[config.mk]
export PLATFORM = sky130hd
export DESIGN_NAME = emu_controller
export DESIGN_NICKNAME = d
export VERILOG_FILES = /design/src/verilog/emu_pkg.sv /design/src/verilog/emu_reg_if.sv /design/src/verilog/emu_controller.sv /design/src/verilog/emu_run_ctrl.sv /design/src/verilog/emu_step_counter.sv /design/src/verilog/emu_csr_slave.sv
export VERILOG_INCLUDE_DIRS = /design/src /design/src/verilog
export SDC_FILE = /design/constraint.sdc
export NUM_CORES = 1
export LEC_CHECK = 0
export BUFFER_PORTS_ARGS = -buffer_cell sky130_fd_sc_hd__buf_2
export CORE_ASPECT_RATIO = 1.25
export CORE_MARGIN = 3
export CORE_UTILIZATION = 39
export CTS_CLUSTER_SIZE = 10
export DETAILED_ROUTE_END_ITERATION = 12
export GPL_ROUTABILITY_DRIVEN = 1
export RECOVER_POWER = 25
export SETUP_SLACK_MARGIN = 0.02
export SLEW_MARGIN = 15
export SYNTH_ARGS = -nofsm -noshare
export SYNTH_HDL_FRONTEND = slang
export SYNTH_SLANG_ARGS = --single-unit
[constraint.sdc]
create_clock -name clk -period 4.17 [get_ports clk]
set_input_delay 0.6255 -clock clk [delete_from_list [all_inputs] [get_ports clk]]
set_output_delay 0.6255 -clock clk [all_outputs]
set_load 0.02 [all_outputs]
[src/verilog/emu_defines.svh]
`ifndef EMU_DEFINES_SVH
`define EMU_DEFINES_SVH

// Bus and counter widths
`define EMU_CSR_ADDR_W      12
`define EMU_CSR_DATA_W      32
`define EMU_TRIG_W          32
`define EMU_CYCLE_W         64

// Register byte addresses
`define EMU_STAT            12'h000
`define EMU_TRIG_STAT       12'h004
`define EMU_CYCLE_LO        12'h008
`define EMU_CYCLE_HI        12'h00C
`define EMU_STEP            12'h010

// Status register bit positions
`define EMU_STAT_PAUSE      0
`define EMU_STAT_DUT_RST    1
`define EMU_STAT_STEP_TRIG  31

// AXI response codes
`define AXI_RESP_OKAY       2'd0
`define AXI_RESP_SLVERR     2'd2

`endif
[src/verilog/emu_pkg.sv]
`include "emu_defines.svh"

package emu_pkg;

    // CSR bus words
    typedef logic [`EMU_CSR_ADDR_W-1:0]     csr_addr_t;
    typedef logic [`EMU_CSR_DATA_W-1:0]     csr_data_t;
    typedef logic [`EMU_CSR_DATA_W/8-1:0]   csr_strb_t;
    typedef logic [1:0]                     axi_resp_t;

    // Emulated design side
    typedef logic [`EMU_TRIG_W-1:0]         trig_vec_t;
    typedef logic [`EMU_CYCLE_W-1:0]        cycle_t;

endpackage

[src/verilog/emu_reg_if.sv]
`timescale 1ns/1ps

interface emu_reg_if;
    import emu_pkg::*;

    // Write strobe valid for one cycle
    logic       wr_en;
    csr_addr_t  wr_addr;
    csr_data_t  wr_data;

    // rd_data follows rd_addr combinationally
    csr_addr_t  rd_addr;
    csr_data_t  rd_data;

    modport bus (
        output wr_en,
        output wr_addr,
        output wr_data,
        output rd_addr,
        input  rd_data
    );

    modport regs (
        input  wr_en,
        input  wr_addr,
        input  wr_data,
        input  rd_addr,
        output rd_data
    );

endinterface

[src/verilog/emu_controller.sv]
`timescale 1ns/1ps

module emu_controller (
    input  logic                clk,
    input  logic                rst,

    input  logic                awvalid,
    output logic                awready,
    input  emu_pkg::csr_addr_t  awaddr,
    input  logic                wvalid,
    output logic                wready,
    input  emu_pkg::csr_data_t  wdata,
    input  emu_pkg::csr_strb_t  wstrb,
    output logic                bvalid,
    input  logic                bready,
    output emu_pkg::axi_resp_t  bresp,
    input  logic                arvalid,
    output logic                arready,
    input  emu_pkg::csr_addr_t  araddr,
    output logic                rvalid,
    input  logic                rready,
    output emu_pkg::axi_resp_t  rresp,
    output emu_pkg::csr_data_t  rdata,

    input  emu_pkg::trig_vec_t  dut_trig,
    output logic                dut_clk_en,
    output logic                dut_rst
);

    emu_reg_if reg_bus ();

    // AXI4-Lite side
    emu_csr_slave u_slave (
        .clk     (clk),
        .rst     (rst),
        .awvalid (awvalid),
        .awready (awready),
        .awaddr  (awaddr),
        .wvalid  (wvalid),
        .wready  (wready),
        .wdata   (wdata),
        .wstrb   (wstrb),
        .bvalid  (bvalid),
        .bready  (bready),
        .bresp   (bresp),
        .arvalid (arvalid),
        .arready (arready),
        .araddr  (araddr),
        .rvalid  (rvalid),
        .rready  (rready),
        .rresp   (rresp),
        .rdata   (rdata),
        .regs    (reg_bus.bus)
    );

    // Registers and emulated design control
    emu_run_ctrl u_run_ctrl (
        .clk        (clk),
        .rst        (rst),
        .regs       (reg_bus.regs),
        .dut_trig   (dut_trig),
        .dut_clk_en (dut_clk_en),
        .dut_rst    (dut_rst)
    );

endmodule

[src/verilog/emu_run_ctrl.sv]
`timescale 1ns/1ps
`include "emu_defines.svh"

module emu_run_ctrl (
    input  logic                clk,
    input  logic                rst,
    emu_reg_if.regs             regs,
    input  emu_pkg::trig_vec_t  dut_trig,
    output logic                dut_clk_en,
    output logic                dut_rst
);
    import emu_pkg::*;

    logic       pause;
    logic       dut_reset;
    logic       step_trig;
    trig_vec_t  trig_stat;
    cycle_t     cycle;
    csr_data_t  step_count;
    logic       step_expire;
    logic       trigger;
    csr_data_t  stat_word;

    logic       wr_stat;
    logic       wr_cycle_lo;
    logic       wr_cycle_hi;
    logic       wr_step;

    // Write address decode
    assign wr_stat     = regs.wr_en && regs.wr_addr == `EMU_STAT;
    assign wr_cycle_lo = regs.wr_en && regs.wr_addr == `EMU_CYCLE_LO;
    assign wr_cycle_hi = regs.wr_en && regs.wr_addr == `EMU_CYCLE_HI;
    assign wr_step     = regs.wr_en && regs.wr_addr == `EMU_STEP;

    assign trigger = step_expire || (|dut_trig);

    // Trigger wins over a status write in the same cycle
    always_ff @(posedge clk) begin
        if (rst) begin
            pause     <= 1'b1;
            dut_reset <= 1'b1;
            step_trig <= 1'b0;
            trig_stat <= '0;
        end else if (trigger) begin
            pause     <= 1'b1;
            step_trig <= step_expire;
            trig_stat <= dut_trig;
        end else if (wr_stat) begin
            pause     <= regs.wr_data[`EMU_STAT_PAUSE];
            dut_reset <= regs.wr_data[`EMU_STAT_DUT_RST];
        end
    end

    // Emulated cycles are host writable only while paused
    always_ff @(posedge clk) begin
        if (rst) begin
            cycle <= '0;
        end else if (!pause) begin
            cycle <= cycle + 1'b1;
        end else begin
            if (wr_cycle_lo) begin
                cycle[`EMU_CSR_DATA_W-1:0] <= regs.wr_data;
            end
            if (wr_cycle_hi) begin
                cycle[`EMU_CYCLE_W-1:`EMU_CSR_DATA_W] <= regs.wr_data;
            end
        end
    end

    emu_step_counter u_step (
        .clk        (clk),
        .rst        (rst),
        .load       (wr_step),
        .load_value (regs.wr_data),
        .pause      (pause),
        .count      (step_count),
        .expire     (step_expire)
    );

    always_comb begin
        stat_word                      = '0;
        stat_word[`EMU_STAT_PAUSE]     = pause;
        stat_word[`EMU_STAT_DUT_RST]   = dut_reset;
        stat_word[`EMU_STAT_STEP_TRIG] = step_trig;
    end

    // Read lookup
    always_comb begin
        case (regs.rd_addr)
            `EMU_STAT:      regs.rd_data = stat_word;
            `EMU_TRIG_STAT: regs.rd_data = trig_stat;
            `EMU_CYCLE_LO:  regs.rd_data = cycle[`EMU_CSR_DATA_W-1:0];
            `EMU_CYCLE_HI:  regs.rd_data = cycle[`EMU_CYCLE_W-1:`EMU_CSR_DATA_W];
            `EMU_STEP:      regs.rd_data = step_count;
            default:        regs.rd_data = '0;
        endcase
    end

    assign dut_clk_en = !pause;
    assign dut_rst    = dut_reset;

    // Step expiry or a DUT trigger always stops the clock next cycle
    a_trigger_pauses: assert property (@(posedge clk) disable iff (rst)
        trigger |=> pause && !dut_clk_en);

endmodule

[src/verilog/emu_step_counter.sv]
`timescale 1ns/1ps

module emu_step_counter (
    input  logic                clk,
    input  logic                rst,
    input  logic                load,
    input  emu_pkg::csr_data_t  load_value,
    input  logic                pause,
    output emu_pkg::csr_data_t  count,
    output logic                expire
);
    import emu_pkg::*;

    csr_data_t count_q;
    csr_data_t count_next;

    // Count down only while the emulated design runs
    always_comb begin
        if (pause) begin
            count_next = count_q;
        end else if (count_q != '0) begin
            count_next = count_q - 1'b1;
        end else begin
            count_next = '0;
        end
    end

    // Last unpaused step reaches zero
    assign expire = count_q != '0 && count_next == '0;

    always_ff @(posedge clk) begin
        if (rst) begin
            count_q <= '0;
        end else if (load) begin
            count_q <= load_value;
        end else begin
            count_q <= count_next;
        end
    end

    assign count = count_q;

    a_no_expire_paused: assert property (@(posedge clk) disable iff (rst)
        pause |-> !expire);

endmodule

[src/verilog/emu_csr_slave.sv]
`timescale 1ns/1ps
`include "emu_defines.svh"

module emu_csr_slave (
    input  logic                clk,
    input  logic                rst,
    input  logic                awvalid,
    output logic                awready,
    input  emu_pkg::csr_addr_t  awaddr,
    input  logic                wvalid,
    output logic                wready,
    input  emu_pkg::csr_data_t  wdata,
    input  emu_pkg::csr_strb_t  wstrb,
    output logic                bvalid,
    input  logic                bready,
    output emu_pkg::axi_resp_t  bresp,
    input  logic                arvalid,
    output logic                arready,
    input  emu_pkg::csr_addr_t  araddr,
    output logic                rvalid,
    input  logic                rready,
    output emu_pkg::axi_resp_t  rresp,
    output emu_pkg::csr_data_t  rdata,
    emu_reg_if.bus              regs
);
    import emu_pkg::*;

    csr_addr_t  wr_addr_q;
    csr_data_t  wr_data_q;
    logic       aw_held;
    logic       w_held;
    logic       strb_err;
    logic       b_pend;
    axi_resp_t  bresp_q;
    logic       write_both;

    csr_addr_t  rd_addr_q;
    csr_data_t  rdata_q;
    logic       ar_held;
    logic       r_pend;

    // Both halves of the write are present
    assign write_both = aw_held && w_held;

    always_ff @(posedge clk) begin
        if (rst) begin
            aw_held <= 1'b0;
            w_held  <= 1'b0;
            b_pend  <= 1'b0;
        end else begin
            if (awvalid && awready) begin
                aw_held <= 1'b1;
            end
            if (wvalid && wready) begin
                w_held <= 1'b1;
            end
            if (write_both) begin
                aw_held <= 1'b0;
                w_held  <= 1'b0;
                b_pend  <= 1'b1;
            end
            if (bvalid && bready) begin
                b_pend <= 1'b0;
            end
        end
    end

    always_ff @(posedge clk) begin
        if (awvalid && awready) begin
            wr_addr_q <= awaddr;
        end
        if (wvalid && wready) begin
            wr_data_q <= wdata;
            strb_err  <= wstrb != '1;
        end
        // Response is frozen here so a new W beat cannot disturb it
        if (write_both) begin
            bresp_q <= strb_err ? `AXI_RESP_SLVERR : `AXI_RESP_OKAY;
        end
    end

    assign awready = !aw_held && !b_pend;
    assign wready  = !w_held;
    assign bvalid  = b_pend;
    assign bresp   = bresp_q;

    assign regs.wr_en   = write_both && !strb_err;
    assign regs.wr_addr = wr_addr_q;
    assign regs.wr_data = wr_data_q;

    // Read channel
    always_ff @(posedge clk) begin
        if (rst) begin
            ar_held <= 1'b0;
            r_pend  <= 1'b0;
        end else begin
            if (arvalid && arready) begin
                ar_held <= 1'b1;
            end
            if (ar_held && !r_pend) begin
                r_pend <= 1'b1;
            end
            if (rvalid && rready) begin
                ar_held <= 1'b0;
                r_pend  <= 1'b0;
            end
        end
    end

    always_ff @(posedge clk) begin
        if (arvalid && arready) begin
            rd_addr_q <= araddr;
        end
        // Sample the lookup one edge after the address is taken
        if (ar_held && !r_pend) begin
            rdata_q <= regs.rd_data;
        end
    end

    assign arready      = !ar_held;
    assign rvalid       = r_pend;
    assign rdata        = rdata_q;
    assign rresp        = `AXI_RESP_OKAY;
    assign regs.rd_addr = rd_addr_q;

    // Responses hold until the master takes them
    a_bvalid_hold: assert property (@(posedge clk) disable iff (rst)
        bvalid && !bready |=> bvalid && $stable(bresp));
    a_rvalid_hold: assert property (@(posedge clk) disable iff (rst)
        rvalid && !rready |=> rvalid && $stable(rdata));
    a_wr_en_pulse: assert property (@(posedge clk) disable iff (rst)
        regs.wr_en |=> !regs.wr_en);

endmodule

# Yosys cells after proc, flatten, opt, wreduce, memory -nomap -nowiden
# Index checks and enable logic that the tools add are counted.
[word_totals] regBits=227 latch_bits=0 ram_bits=0 mem_bits_ro=0 inputBits=99 out_inout_bits=43 wordCells=71 memories=0
[op_classes] add_sub_neg=2 mul=0 div=0 order_cmp=0 eq_ne=10 n_shift=0 muxes=8 bitwise=1 n_reduce_logical=32
[op_table] op="$mux 32" count=5
[op_table] op="$pmux 32 s5" count=1
[op_table] op="$add 64x1->64 const B" count=1
[op_table] op="$mux 64" count=1
[op_table] op="$eq 12x4->1 const B" count=4
[op_table] op="$logic_not 32->1" count=1
[op_table] op="$reduce_bool 32->1" count=1
[op_table] op="$reduce_or 32->1" count=1
[op_table] op="$sub 32x1->32 const B" count=1
[op_table] op="$eq 12x5->1 const B" count=2
[op_table] op="$logic_not 12->1" count=2
[op_table] op="$logic_and 1x1->1" count=14
[op_table] op="$eq 12x3->1 const B" count=1
[op_table] op="$reduce_or 2->1" count=4
[op_table] op="$logic_not 1->1" count=7
[op_table] op="$ne 2x2->1 const B" count=2
[op_table] op="$ne 4x4->1 const B" count=1
[op_table] op="$mux 2" count=1
[op_table] op="$reduce_and 2->1" count=1
[op_table] op="$logic_or 1x1->1" count=1
[op_table] op="$not 1->1" count=1

# Depth between registers and ports, before layout
[depth] ltp_word=8 mapped_depth=14 depth_no_buf=10

# Modules after synthesis
# Synthesis repeated with hierarchy kept, for this count alone.
[hier_totals] cells_unflattened=1246 hier_area_um2=11690.0
[by_module_without_submodules] module="emu_run_ctrl" n_inst=1 cells_each=856 area_per_inst_um2=6682.7 seq_area_each_um2=1981.9
[by_module_without_submodules] module="emu_csr_slave" n_inst=1 cells_each=119 area_per_inst_um2=2955.3 seq_area_each_um2=2802.7
[by_module_without_submodules] module="emu_step_counter" n_inst=1 cells_each=271 area_per_inst_um2=2052.0 seq_area_each_um2=640.6

# Worst setup path after synthesis
# Ideal clock, no wire load.
[synth_path] path_type="register to register" from="reg u_run_ctrl.pause" to="reg u_run_ctrl.dut_reset (netlist: u_run_ctrl.dut_rst)" setup_ns=0.120 t_arrival_ns=3.268 required_time_ns=4.050 setup_slack_ns=0.782 stages_incl_launch_ff=11 n_path_buf=2 synth_period_minus_slack_ns=3.388 cell_sequence="dfxtp_1 buf_6 nor4_1 nand3_1 or4_1 xor2_1 nand3_1 o41a_1 buf_2 o2111a_1 a211o_1"
[synth_via] elab_chain_cells=6
[synth_rtl] item="from (decl)" line="emu_run_ctrl.sv:14" text="logic pause;"
[synth_rtl] item="from (signal assigned)" line="emu_run_ctrl.sv:49" text="pause <= regs.wr_data[`EMU_STAT_PAUSE];"
[synth_rtl] item="$mux 32" line="emu_step_counter.sv:19" text="if (pause) begin"
[synth_rtl] item="$logic_not 32->1" line="emu_step_counter.sv:29" text="assign expire = count_q != '0 && count_next == '0;"
[synth_rtl] item="$logic_and 1x1->1" line="emu_step_counter.sv:29"
[synth_rtl] item="$logic_or 1x1->1" line="emu_run_ctrl.sv:35" text="assign trigger = step_expire || (|dut_trig);"
[synth_rtl] item="$not 1->1 (no source line)"
[synth_rtl] item="$reduce_and 2->1 (no source line)"
[synth_rtl] item="to (signal assigned)" line="emu_run_ctrl.sv:50" text="dut_reset <= regs.wr_data[`EMU_STAT_DUT_RST];"
[synth_rtl] item="to (decl)" line="emu_run_ctrl.sv:15" text="logic dut_reset;"
# No other way between the ends.
# A chain may end at the register's enable or synchronous reset.

# Worst setup path after layout
[layout_path] from="reg u_run_ctrl.u_step.count_q[0] (netlist: u_run_ctrl.u_step.count[0])" to="reg u_run_ctrl.trig_stat[26]"
[layout_via] elab_chain_cells=6 word_cells_on_any_way=7 classes_between="1 x add/sub; 2 x mux; 4 x reduce/logical"
[layout_rtl] item="from (decl)" line="emu_step_counter.sv:14" text="csr_data_t count_q;"
[layout_rtl] item="from (signal assigned)" line="emu_step_counter.sv:35" text="count_q <= load_value;"
[layout_rtl] item="from (signal assigned)" line="emu_step_counter.sv:37" text="count_q <= count_next;"
[layout_rtl] item="$sub 32x1->32 or $reduce_bool 32->1 (tied branches)" line="emu_step_counter.sv:22, emu_step_counter.sv:21, emu_step_counter.sv:29"
[layout_rtl] item="$mux 32" line="emu_step_counter.sv:21" text="end else if (count_q != '0) begin"
[layout_rtl] item="$mux 32" line="emu_step_counter.sv:19"
[layout_rtl] item="$logic_not 32->1" line="emu_step_counter.sv:29"
[layout_rtl] item="$logic_and 1x1->1 (*)" line="emu_step_counter.sv:29"
[layout_rtl] item="$logic_or 1x1->1 (*)" line="emu_run_ctrl.sv:35"
[layout_rtl] item="to (signal assigned)" line="emu_run_ctrl.sv:47" text="trig_stat <= dut_trig;"
[layout_rtl] item="to (decl)" line="emu_run_ctrl.sv:17" text="trig_vec_t trig_stat;"
# Every way passes the cells marked *; elsewhere a longest branch is shown, timed or not.

==> impl_metrics.py <==
metrics = {
    "outcome": {
        "status": "finished, violations left",
        "violations": "max-capacitance violations, max-slew violations",
    },
    "floorplanning": {
        "initial_core_util_pct": 39.9,
        "fp.dieW_um": 157,
        "die_y_um": 195,
        "die-area_um2": 30700,
        "io_pins": 142,
        "fp-row-count": 68,
        "core_um2": 27900,
    },
    "power": {
        "p_leak_nw": 5.11,
        "switching_share_pct": 22.2,
        "ir_worst_vdd_v": 0.000295,
        "power.switching_w": 0.00104,
        "pwr-share-seq_pct": 51.8,
        "p_comb_share_pct": 4.1,
        "p_per_area_nw_per_um2": 363,
        "clkPwrFrac_pct": 44.1,
        "internal_power_w": 0.00366,
    },
    "layout": {
        "layout_commonest_cell": "buf_2",
        "final_core_util_pct": 46.4,
        "drive_gt1_share_pct": 15.9,
        "syn_to_final_growth_pct": 16.2,
        "multi_input_area_um2": 5230,
        "fillCellCount": 2747,
        "regArea_um2": 5430,
        "num-nets-final": 1368,
        "mostFrequentLayoutCells": "buf_2, dfxtp_1, nor2_1",
        "fin_cells": 1635,
    },
    "place": {
        "io_buffer_count": 138,
        "dp_hpwl_um": 23300,
        "dp_cells": 1589,
        "gp_congestion": 0.879,
    },
    "yosys": {
        "yosysWarnings": 0,
        "synth_ff_type": "dfxtp_1",
        "async_flop_share_pct": 0,
        "syn_area_um2": 11100,
        "ys_seq_elements": 226,
        "postSynthAreaPerCell_um2": 9.65,
        "ys_types": 54,
        "yosysSeqAreaShare_pct": 48.7,
        "synth_edf_count": 90,
        "synth_cells": 1155,
    },
    "detailed_routing": {
        "dr.pass1.iters": 5,
        "drtIter0Drc": 652,
        "ant_nets": 0,
        "routedWlPerCell_um": 20.4,
        "routed_wl_um": 33300,
        "drc": 0,
        "via_per_inst": 5.65,
        "vias": 9235,
    },
    "hold_path": {
        "hold_class": "input pin to flip-flop",
    },
    "clock_tree": {
        "clk_latency_ns": 0.53,
        "h-tree-depth": 1,
        "cts_sinks": 226,
        "clockBufferDepth": 3,
        "cts_resized": 0,
        "cts_setup_buffers": 0,
        "cts_buffers": 26,
        "cts_root_buf": "clkbuf_16",
        "cts_tree": "built",
        "cts_hold_buf": 0,
        "clk_pin_slew_worst_paths_ns": 0.06,
    },
    "global_route": {
        "grt_pass1_wl_um": 51400,
        "grt_pass1_vias": 8992,
        "track_usage_pct": 21.2,
        "grt_max_degree": 106,
        "grt-ovfl-total": 0,
        "antenna_found_initial": 1,
    },
    "sta": {
        "max_freq_mhz": 269,
        "rsz0062_at_grt": "no",
        "totalNegativeSetupSlack_ns": 0,
        "worst_pin_slew_ns": 3.38,
        "finalClockSkew_ns": 0.00831,
        "max_slew_margin_pct": -125,
        "min_period_over_period_pct": 89.0,
        "hold_viol": 0,
        "min_period_ns": 3.71,
        "maxSlewViolCount": 67,
        "finalSetupViolCount": 0,
        "timing.hold.ws_ns": 0.270,
    },
    "worst_setup_path": {
        "slowest_delay_ns": 0.60,
        "critPathKind": "flip-flop to flip-flop",
        "startpoint_type": "flip-flop",
        "path_cells": "inv_1 > ha_1 > or4b_4 > or2_1 > o41ai_1 > a22oi_1 > or3_1 > o41a_1 > buf_4 > o211ai_1 > a21oi_1",
        "worst_setup_path_end_kind": "flip-flop",
        "worstPathArrival_ns": 3.97,
        "cp_max_fo": 16,
        "cp_slowest_cell": "o41a_1",
        "critPathRequiredTime_ns": 4.43,
    },
    "job": {
        "cap_viol_max_count": 1,
    },
}
-- cell usage after synthesis, drive strengths merged, types with 4 or more instances --
cell type	number	area share, %
and3	13	0.73
xor2	34	2.7
a21oi	57	2.6
buf	18	0.95
clkbuf	66	2.2
nor2b	6	0.34
a221o	18	1.6
o21ai	4	0.18
and4	12	0.94
dfxtp	136	24
nand3	37	1.7
mux2i	70	6.3
o211ai	33	2.2
a222oi	14	1.3
edfxtp	90	24
and2	8	0.45
xnor2	58	4.6
nand4	24	1.3
nor2	130	4.4
a22o	15	1.2
nand2	88	3.0
nor3	31	1.4
nor4	29	1.6
a22oi	9	0.61
a211oi	68	4.6
inv	49	1.6
-- stage by stage --
step	instance area [um2]	worst slack, ns	power (W)
global route	12900	0.237	0.00487
floorplan	11200	0.782	0.00256
CTS	13000	0.569	0.00477
detailed placement	12200	0.591	0.00268
finish	12900	0.459	0.00470
global placement	12200	0.633	0.00268
-- power by group through the flow --
stage / sequential (W) / combinational, W / clock, W
after floorplan: 0.00248 / 0.0000750 / 0
after global placement: 0.00248 / 0.000197 / 0
after detailed placement: 0.00248 / 0.000200 / 0
after CTS: 0.00243 / 0.000201 / 0.00213
after global routing: 0.00244 / 0.000215 / 0.00222
final: 0.00243 / 0.000195 / 0.00207
-- cells by family after synthesis --
| logic type | synth area share (%) |
|---|---|
| simple gates | 17.5 |
| mux | 6.29 |
| flops | 48.7 |
| buf+inv | 4.83 |
| xor+xnor | 7.23 |
| fa+ha+maj | 0.224 |
| other cells | 0.0336 |
| compound gates | 15.3 |
-- area by class of cell --
cell class,instances,area share (%)
Tap cell,350,3.38
Sequential cell,226,41.9
Clock buffer,45,5.82
Multi-Input combinational cell,798,40.4
Antenna cell,1,0.0193
Inverter,49,1.42
Timing Repair Buffer,166,7.04
-- sequential cells by signal, indices dropped and copies added (netlist names), 12 cells and up --
signal                   count
u_run_ctrl.trig_stat        32
u_run_ctrl.cycle            64
u_slave.regs.wr_data        32
u_slave.regs.rd_addr        12
u_slave.regs.wr_addr        12
u_run_ctrl.u_step.count     32
u_slave.rdata               32
-- worst paths after layout --
| check | startpoint | to | slack (ns) | cells past startpoint |
|---|---|---|---|---|
| setup / recovery | u_run_ctrl.u_step.count[0]$_SDFF_PP0_ | u_run_ctrl.trig_stat[26]$_SDFFE_PP0P_ | 0.46 | 11 |
| setup reg to reg | u_run_ctrl.u_step.count[0]$_SDFF_PP0_ | u_run_ctrl.trig_stat[26]$_SDFFE_PP0P_ | 0.46 | 11 |
| hold / removal | wdata[27] | u_slave.regs.wr_data[27]$_DFFE_PP_ | 0.27 | 1 |
| hold reg to reg | u_run_ctrl.step_trig$_SDFFE_PP0P_ | u_run_ctrl.step_trig$_SDFFE_PP0P_ | 0.47 | 2 |
-- metal layers --
| layer | vias up | global-route usage [%] | part of all wire, % |
|---|---|---|---|
| met5 | - | 0 | 0.021 |
| met4 | 2 | 6.33 | 2.7 |
| met3 | 55 | 3.72 | 5.5 |
| met2 | 237 | 36.3 | 49 |
| met1 | 4461 | 27.4 | 42 |
| li1 | 4480 | - | - |
-- worst max-delay path: cells and delay by family (launching register included) --
kind / cells / cell delay, ns
compound gates: 5 / 1.35
buf+inv: 2 / 0.36
simple gates: 3 / 1.20
fa+ha+maj: 1 / 0.16
flops: 1 / 0.36
No activity file was read; power rests on OpenSTA's default activity.
